--- src/source/temp_pkg.sv ---
`default_nettype none

package temp_pkg;

    // Celsius and Fahrenheit travel together from the converter to the display
    typedef struct packed {
        logic [7:0] c_data;                     // Celsius, 0 to 127
        logic [7:0] f_data;                     // Fahrenheit
    } temp_t;

    typedef logic [0:6] seg_t;                  // Segments a to g, active low
    typedef logic [3:0] anode_t;                // Digit enables, active low

    // Digit patterns
    localparam seg_t SEG_ZERO  = 7'b000_0001;
    localparam seg_t SEG_ONE   = 7'b100_1111;
    localparam seg_t SEG_TWO   = 7'b001_0010;
    localparam seg_t SEG_THREE = 7'b000_0110;
    localparam seg_t SEG_FOUR  = 7'b100_1100;
    localparam seg_t SEG_FIVE  = 7'b010_0100;
    localparam seg_t SEG_SIX   = 7'b010_0000;
    localparam seg_t SEG_SEVEN = 7'b000_1111;
    localparam seg_t SEG_EIGHT = 7'b000_0000;
    localparam seg_t SEG_NINE  = 7'b000_0100;

    // Symbols
    localparam seg_t SEG_DEG   = 7'b001_1100;   // Degree sign
    localparam seg_t SEG_C     = 7'b011_0001;   // Celsius unit
    localparam seg_t SEG_F     = 7'b011_1000;   // Fahrenheit unit

    // All four anodes off
    localparam anode_t AN_OFF  = 4'b1111;

    // 7-bit bus address of the sensor
    localparam logic [6:0] TMP2_ADDR = 7'h4B;

endpackage

`default_nettype wire
--- src/source/temp_display_top.sv ---
`timescale 1ns/1ps
`default_nettype none

module temp_display_top #(
    parameter int I2C_DIV        = 250,         // 100 kHz SCL from 100 MHz
    parameter int POLL_CYCLES    = 25_000_000,  // Four reads per second
    parameter int REFRESH_CYCLES = 100_000      // 1 ms per digit
) (
    input  wire               clk_100MHz,
    input  wire               rst,
    input  wire               sw,               // Celsius or Fahrenheit
    input  wire               sda_in,
    output logic              scl,
    output logic              sda_oe,
    output temp_pkg::seg_t    seg,
    output temp_pkg::anode_t  an
);

    logic [7:0]      c_data;
    logic            c_valid;
    temp_pkg::temp_t temp;
    logic            temp_valid;

    // Sensor polling over I2C
    i2c_tmp2_reader #(
        .I2C_DIV     (I2C_DIV),
        .POLL_CYCLES (POLL_CYCLES)
    ) u_reader (
        .clk_100MHz (clk_100MHz),
        .rst        (rst),
        .sda_in     (sda_in),
        .scl        (scl),
        .sda_oe     (sda_oe),
        .c_data     (c_data),
        .c_valid    (c_valid)
    );

    temp_converter u_converter (
        .clk_100MHz (clk_100MHz),
        .rst        (rst),
        .c_data     (c_data),
        .c_valid    (c_valid),
        .temp       (temp),
        .temp_valid (temp_valid)
    );

    // Four-digit multiplexed output
    seg7_display #(
        .REFRESH_CYCLES (REFRESH_CYCLES)
    ) u_display (
        .clk_100MHz (clk_100MHz),
        .rst        (rst),
        .sw         (sw),
        .temp       (temp),
        .temp_valid (temp_valid),
        .seg        (seg),
        .an         (an)
    );

endmodule

`default_nettype wire

--- src/source/seg7_display.sv ---
`timescale 1ns/1ps
`default_nettype none

module seg7_display #(
    parameter int REFRESH_CYCLES = 100_000      // Clocks per digit
) (
    input  wire                   clk_100MHz,
    input  wire                   rst,
    input  wire                   sw,           // High selects Fahrenheit
    input  wire temp_pkg::temp_t  temp,
    input  wire                   temp_valid,
    output temp_pkg::seg_t        seg,
    output temp_pkg::anode_t      an
);

    localparam int REF_W = $clog2(REFRESH_CYCLES + 1);

    temp_pkg::temp_t  temp_q;                   // Latest converted pair
    logic [REF_W-1:0] refresh_cnt;
    logic [1:0]       digit_sel;
    logic [7:0]       value;
    logic [3:0]       tens;
    logic [3:0]       ones;

    // Pattern for a single decimal digit
    function automatic temp_pkg::seg_t digit_seg(input logic [3:0] d);
        temp_pkg::seg_t s;
        case (d)
            4'd0:    s = temp_pkg::SEG_ZERO;
            4'd1:    s = temp_pkg::SEG_ONE;
            4'd2:    s = temp_pkg::SEG_TWO;
            4'd3:    s = temp_pkg::SEG_THREE;
            4'd4:    s = temp_pkg::SEG_FOUR;
            4'd5:    s = temp_pkg::SEG_FIVE;
            4'd6:    s = temp_pkg::SEG_SIX;
            4'd7:    s = temp_pkg::SEG_SEVEN;
            4'd8:    s = temp_pkg::SEG_EIGHT;
            4'd9:    s = temp_pkg::SEG_NINE;
            default: s = '1;                    // Blank
        endcase
        return s;
    endfunction

    always_ff @(posedge clk_100MHz) begin
        if (rst)
            temp_q <= '0;
        else if (temp_valid)
            temp_q <= temp;
    end

    // Each digit stays lit for REFRESH_CYCLES clocks
    always_ff @(posedge clk_100MHz) begin
        if (rst) begin
            refresh_cnt <= '0;
            digit_sel   <= 2'd0;
        end else if (refresh_cnt == REF_W'(REFRESH_CYCLES - 1)) begin
            refresh_cnt <= '0;
            digit_sel   <= digit_sel + 1'b1;
        end else begin
            refresh_cnt <= refresh_cnt + 1'b1;
        end
    end

    always_comb begin
        case (digit_sel)
            2'd0:    an = 4'b1110;
            2'd1:    an = 4'b1101;
            2'd2:    an = 4'b1011;
            2'd3:    an = 4'b0111;
            default: an = temp_pkg::AN_OFF;
        endcase
    end

    // Split the selected scale into two decimal digits
    assign value = sw ? temp_q.f_data : temp_q.c_data;
    assign tens  = 4'((value / 8'd10) % 8'd10);
    assign ones  = 4'(value % 8'd10);

    always_comb begin
        case (digit_sel)
            2'd0:    seg = sw ? temp_pkg::SEG_F : temp_pkg::SEG_C;    // Unit letter
            2'd1:    seg = temp_pkg::SEG_DEG;
            2'd2:    seg = digit_seg(ones);
            2'd3:    seg = digit_seg(tens);
            default: seg = '1;
        endcase
    end

    // Exactly one digit is lit at any time
    assert property (@(posedge clk_100MHz) disable iff (rst)
        $onehot(~an));

endmodule

`default_nettype wire

--- src/source/temp_converter.sv ---
`timescale 1ns/1ps
`default_nettype none

module temp_converter (
    input  wire                  clk_100MHz,
    input  wire                  rst,
    input  wire  [7:0]           c_data,
    input  wire                  c_valid,
    output temp_pkg::temp_t      temp,
    output logic                 temp_valid
);

    logic [7:0] f_calc;

    // F = C * 9 / 5 + 32, truncated, kept to 8 bits
    assign f_calc = 8'((12'(c_data) * 12'd9) / 12'd5 + 12'd32);

    always_ff @(posedge clk_100MHz) begin
        if (rst)
            temp_valid <= 1'b0;
        else
            temp_valid <= c_valid;
    end

    always_ff @(posedge clk_100MHz) begin
        if (c_valid) begin
            temp.c_data <= c_data;
            temp.f_data <= f_calc;
        end
    end

    // One reading in flight at a time
    assert property (@(posedge clk_100MHz) disable iff (rst)
        c_valid |=> !c_valid);

endmodule

`default_nettype wire

--- src/source/i2c_tmp2_reader.sv ---
`timescale 1ns/1ps
`default_nettype none

module i2c_tmp2_reader #(
    parameter int I2C_DIV     = 250,            // Clocks per quarter SCL period
    parameter int POLL_CYCLES = 25_000_000      // Idle clocks between reads
) (
    input  wire        clk_100MHz,
    input  wire        rst,
    input  wire        sda_in,                  // Resolved SDA level
    output logic       scl,
    output logic       sda_oe,                  // High pulls SDA low
    output logic [7:0] c_data,                  // Clamped Celsius reading
    output logic       c_valid
);

    localparam int DIV_W  = $clog2(I2C_DIV + 1);
    localparam int POLL_W = $clog2(POLL_CYCLES + 1);
    localparam logic [7:0] ADDR_RD = {temp_pkg::TMP2_ADDR, 1'b1};  // Address plus read bit

    typedef enum logic [3:0] {
        ST_IDLE,
        ST_START,
        ST_ADDR,
        ST_ADDR_ACK,
        ST_MSB,
        ST_MSB_ACK,
        ST_LSB,
        ST_LSB_NACK,
        ST_STOP,
        ST_DONE
    } state_t;

    state_t            state;
    logic [DIV_W-1:0]  div_cnt;                 // Clocks within a quarter bit
    logic [1:0]        phase;                   // Quarter within a bit
    logic [2:0]        bit_cnt;                 // Bit index, MSB first
    logic [POLL_W-1:0] poll_cnt;
    logic              nack;                    // Address not acknowledged
    logic [15:0]       rx_q;                    // Received MSB and LSB
    logic              tick;
    logic              bit_scl;
    logic              scl_d;
    logic              oe_d;

    assign tick    = (div_cnt == DIV_W'(I2C_DIV - 1));
    assign bit_scl = (phase == 2'd1) || (phase == 2'd2);   // High in the middle two quarters

    // Bus levels for the current state and quarter
    always_comb begin
        scl_d = 1'b1;
        oe_d  = 1'b0;
        case (state)
            ST_START: begin
                scl_d = (phase != 2'd3);
                oe_d  = (phase != 2'd0);        // SDA falls while SCL is high
            end
            ST_ADDR: begin
                scl_d = bit_scl;
                oe_d  = ~ADDR_RD[bit_cnt];
            end
            ST_ADDR_ACK, ST_MSB, ST_LSB, ST_LSB_NACK: begin
                scl_d = bit_scl;                // Slave drives, or NACK on the last byte
            end
            ST_MSB_ACK: begin
                scl_d = bit_scl;
                oe_d  = 1'b1;                   // ACK the first byte
            end
            ST_STOP: begin
                scl_d = (phase != 2'd0);
                oe_d  = (phase <= 2'd1);        // SDA rises while SCL is high
            end
            default: begin
                scl_d = 1'b1;
                oe_d  = 1'b0;
            end
        endcase
    end

    always_ff @(posedge clk_100MHz) begin
        if (rst) begin
            state    <= ST_IDLE;
            div_cnt  <= '0;
            phase    <= 2'd0;
            bit_cnt  <= 3'd7;
            poll_cnt <= '0;
            nack     <= 1'b0;
            c_valid  <= 1'b0;
            scl      <= 1'b1;
            sda_oe   <= 1'b0;
        end else begin
            c_valid <= 1'b0;
            scl     <= scl_d;
            sda_oe  <= oe_d;
            case (state)
                ST_IDLE: begin
                    if (poll_cnt == POLL_W'(POLL_CYCLES - 1)) begin
                        poll_cnt <= '0;
                        div_cnt  <= '0;
                        phase    <= 2'd0;
                        nack     <= 1'b0;
                        state    <= ST_START;
                    end else begin
                        poll_cnt <= poll_cnt + 1'b1;
                    end
                end
                ST_DONE: begin
                    c_valid <= ~nack;           // No strobe after an address NACK
                    state   <= ST_IDLE;
                end
                default: begin
                    if (!tick) begin
                        div_cnt <= div_cnt + 1'b1;
                    end else begin
                        div_cnt <= '0;
                        phase   <= phase + 1'b1;
                        if (phase == 2'd2 && state == ST_ADDR_ACK)
                            nack <= sda_in;     // Sample ACK mid-high
                        if (phase == 2'd3) begin
                            case (state)
                                ST_START: begin
                                    bit_cnt <= 3'd7;
                                    state   <= ST_ADDR;
                                end
                                ST_ADDR: begin
                                    if (bit_cnt == 3'd0)
                                        state <= ST_ADDR_ACK;
                                    bit_cnt <= bit_cnt - 1'b1;
                                end
                                ST_ADDR_ACK: begin
                                    bit_cnt <= 3'd7;
                                    state   <= nack ? ST_STOP : ST_MSB;
                                end
                                ST_MSB: begin
                                    if (bit_cnt == 3'd0)
                                        state <= ST_MSB_ACK;
                                    bit_cnt <= bit_cnt - 1'b1;
                                end
                                ST_MSB_ACK: begin
                                    bit_cnt <= 3'd7;
                                    state   <= ST_LSB;
                                end
                                ST_LSB: begin
                                    if (bit_cnt == 3'd0)
                                        state <= ST_LSB_NACK;
                                    bit_cnt <= bit_cnt - 1'b1;
                                end
                                ST_LSB_NACK: state <= ST_STOP;
                                ST_STOP:     state <= ST_DONE;
                                default:     state <= ST_IDLE;
                            endcase
                        end
                    end
                end
            endcase
        end
    end

    // Received data and the clamped result
    always_ff @(posedge clk_100MHz) begin
        if (tick && phase == 2'd2 && (state == ST_MSB || state == ST_LSB))
            rx_q <= {rx_q[14:0], sda_in};
        if (state == ST_DONE)
            c_data <= rx_q[15] ? 8'd0 : rx_q[15:8];    // Negative readings show as zero
    end

    // SDA may only fall under a high SCL when opening a transfer
    assert property (@(posedge clk_100MHz) disable iff (rst)
        (sda_oe && !$past(sda_oe) && scl) |-> state == ST_START);

    assert property (@(posedge clk_100MHz) disable iff (rst)
        c_valid |=> !c_valid);

endmodule

`default_nettype wire

--- config.mk ---
export PLATFORM = sky130hd
export DESIGN_NAME = temp_display_top
export DESIGN_NICKNAME = d
export VERILOG_FILES = /design/src/source/temp_pkg.sv /design/src/source/temp_display_top.sv /design/src/source/seg7_display.sv /design/src/source/temp_converter.sv /design/src/source/i2c_tmp2_reader.sv
export SDC_FILE = /design/constraint.sdc
export NUM_CORES = 1
export LEC_CHECK = 0
export ABC_AREA = 1
export BUFFER_PORTS_ARGS = -buffer_cell sky130_fd_sc_hd__buf_2
export CAP_MARGIN = 5
export CORE_MARGIN = 10
export CORE_UTILIZATION = 58
export CTS_CLUSTER_DIAMETER = 40
export DETAILED_ROUTE_END_ITERATION = 12
export HOLD_SLACK_MARGIN = 0.03
export PLACE_DENSITY = 0.8
export SLEW_MARGIN = 20
export SYNTH_ARGS = -nofsm -noshare
export SYNTH_HDL_FRONTEND = slang
export SYNTH_HIERARCHICAL = 1
export SYNTH_SLANG_ARGS = --single-unit
--- constraint.sdc ---
create_clock -name clk_100MHz -period 4.8 [get_ports clk_100MHz]
set_input_delay 0.48 -clock clk_100MHz [delete_from_list [all_inputs] [get_ports clk_100MHz]]
set_output_delay 0.48 -clock clk_100MHz [all_outputs]
set_load 0.005 [all_outputs]
==> flow_summary.yaml <==
clocking:
  ctsHtreeMaxLevel: 4
  numCtsBuffers: 17
  ctsHoldBuffers: 0
  cts.clk_slew.worst_paths_ns: 0.06
  clk_latency_ns: 0.42
  cts.sinks: 122
  cts_tree: "done"
  clock_path_buffers: 2
  cts_root_buf: "clkbuf_16"
sta:
  layout_setup_ws_ns: -0.0907
  setup_viol: 1
  slew_headroom_pct: 43.0
  fin_hold_ws_ns: 0.259
  rsz0062_at_grt: "true"
  hold_viol_final: 0
  final_max_slew_viol_count: 0
  min_period_ns: 4.89
  worst_pin_slew_ns: 0.848
  fmax_ghz: 0.204
  finalClockSkew_ns: 0.00887
  fin_crit_sh_pct: 102
global_route:
  grt_pass1_vias: 6184
  grt_max_degree: 27
  antenna_found_initial: 0
  grt.overflow.total: 0
  grt_pass1_wl_mm: 26.0
  grt_usage_pct: 15.3
routing:
  drc: 0
  drt_wl_total_mm: 16.9
  routed.top_layer: "met4"
  avgViaCountPerCell: 5.18
  wl_per_cell_um: 12.3
  wl_met3_um: 550
  drt-met1-wl_mm: 7.68
  antenna_left: 0
  route.met2.wl_mm: 8.38
  first_iter_violations: 401
  first_pass_iters: 5
  routed-via-count: 7114
yosys:
  yosysWarnings: 6
  ys_seq_area_share_pct: 34.6
  ys_ff_latch: 122
  ys_async_sr_fraction_pct: 0
  synth-edff-count: 39
  synthCells: 1126
  synth_flop_cell: "dfxtp_1"
  synth_area_um2: 8180
  synth.distinct_cells: 50
  syn_nets: 1174
  syn_area_per_cell_um2: 7.26
floorplanning:
  die_x_um: 139
  start_util_pct: 59.1
  pin_count: 17
  fp.dieArea_um2: 19200
  die_h_um: 139
  fp-row-count: 43
  coreArea_um2: 13800
cells_and_area:
  fin_util_pct: 70.0
  syn_to_final_growth_pct: 18.4
  layout_common_cells: "227 x nand2_1, 131 x nor2_1, 131 x inv_1"
  antenna_cells: 0
  nets: 1228
  drive_gt1_share_pct: 24.6
  mostFrequentLayoutCell: "nand2_1"
placed_design:
  post-place-ws_ns: -0.0503
  place_congestion: 0.902
  dp_hpwl_mm: 11.0
  port-buffer-count: 16
worst_setup_path:
  cpMostUsedCell: "nand2_2"
  worst_path_largest_cell_delay_ns: 0.42
  r2r_cells: 41
  slowest_stage: "edfxtp_1"
  cp.required_ns: 4.95
  crit_type: "reg2reg"
  crit_arrival_ns: 5.04
  cp-end-kind: "flop"
  critPathMaxFanout: 5
  critPathLaunchType: "flop"
worst_hold_path:
  hold_depth: 1
  hold_path.class: "in2reg"
status:
  violations: "setup timing"
  status: "finished with violations"
pwr:
  power_density_nw_per_um2: 316
  static-leakage-power_uw: 0.00434
  ir_worst_vdd_mv: 0.270
job:
  max_cap_viol_count: 0
[synthesized netlist by cell type (16+ instances only)]
master | n | area (um2)
nand3_1 | 94 | 470
nand3_2 | 16 | 160
xor2_1 | 19 | 166
o21ai_0 | 37 | 185
nor2_1 | 134 | 503
inv_1 | 133 | 499
nand2_2 | 47 | 294
ha_1 | 43 | 538
nand2_4 | 26 | 293
inv_2 | 24 | 90.1
nand2_1 | 249 | 935
edfxtp_1 | 39 | 1170
dfxtp_1 | 83 | 1660
nand4_1 | 23 | 144
a21oi_1 | 43 | 215
[cell type report]
class / count / area (um2)
multi-input combinational: 823 / 5070
fill: 1038 / 4140
sequential: 122 / 2840
inverter: 164 / 633
clock buffer: 19 / 464
timing repair buffer: 52 / 353
tap: 180 / 225
clock inverter: 13 / 106
[power by group]
part / leakage, uW / internal (uW) / switching, uW / total, uW
clock network: 0.000277 / 715 / 481 / 1200
registers: 0.00102 / 1100 / 33.4 / 1130
logic: 0.00304 / 247 / 489 / 736
total: 0.00434 / 2060 / 1000 / 3060
[final timing paths]
path         slack, ns               start                   to
max              -0.09  u_reader/c_data[0]  u_converter/temp[0]
min               0.26              sda_in     u_reader/rx_q[0]
max reg2reg      -0.09  u_reader/c_data[0]  u_converter/temp[0]
min reg2reg       0.42    u_reader/rx_q[4]     u_reader/rx_q[5]
[registers in the layout, indices dropped and copies added, names as in the netlist, named ones only]
signal / count
u_reader/poll_cnt: 25
u_display/refresh_cnt: 17
u_converter/temp: 16
u_display/temp_q: 16
u_reader/rx_q: 16
u_reader/div_cnt: 8
u_reader/c_data: 7
u_reader/state: 4
u_reader/bit_cnt: 3
u_display/digit_sel: 2
u_reader/phase: 2
u_converter/temp_valid: 1
u_reader/c_valid: 1
u_reader/nack: 1
u_reader/scl: 1
u_reader/sda_oe: 1
[routing by layer]
layer	vias to the layer above	global-route usage, %
met1	3203	18.2
met4	0	5.33
met2	135	26.7
met3	35	3.01
li1	3741	-
met5	-	0
[worst max-delay path: cells and delay by family, from the launching register on]
| family | cells | cell delay [ns] |
|---|---|---|
| adder cells (fa/ha/maj) | 3 | 0.82 |
| buffers and inverters | 4 | 0.25 |
| AO/OA/AOI/OAI | 2 | 0.43 |
| AND/OR/NAND/NOR | 32 | 2.67 |
| flip-flops | 1 | 0.42 |
[repair_timing]
| action | in CTS | in global routing |
|---|---|---|
| setup endpoints to repair | 2 | 9 |
| gates resized for setup | 4 | 101 |
| buffers inserted | 2 | 30 |
| pin swaps | 3 | 59 |
[through the flow]
stage | instance area [um2] | cells | power [uW] | TNS (ns)
2_1_floorplan | 8180 | 1126 | 1680 | 0
3_3_place_gp | 8420 | 1309 | 1760 | 0
3_5_place_dp | 8420 | 1309 | 1770 | -0.0708
4_1_cts | 9020 | 1343 | 2980 | -0.0271
5_1_grt | 9680 | 1373 | 3210 | -1.57
6_report | 9680 | 1373 | 3060 | -0.0907
[cell families after synthesis]
kind of cell	count (synthesis)	synth area share (%)
other	1	0.0459
adder cells (fa/ha/maj)	44	6.83
buffers and inverters	181	8.72
AND/OR/NAND/NOR	641	38.9
AO/OA/AOI/OAI	110	7.71
flip-flops	122	34.6
XOR/XNOR	26	3.02
multiplexers	1	0.122
Power figures use the tool's default switching activity.
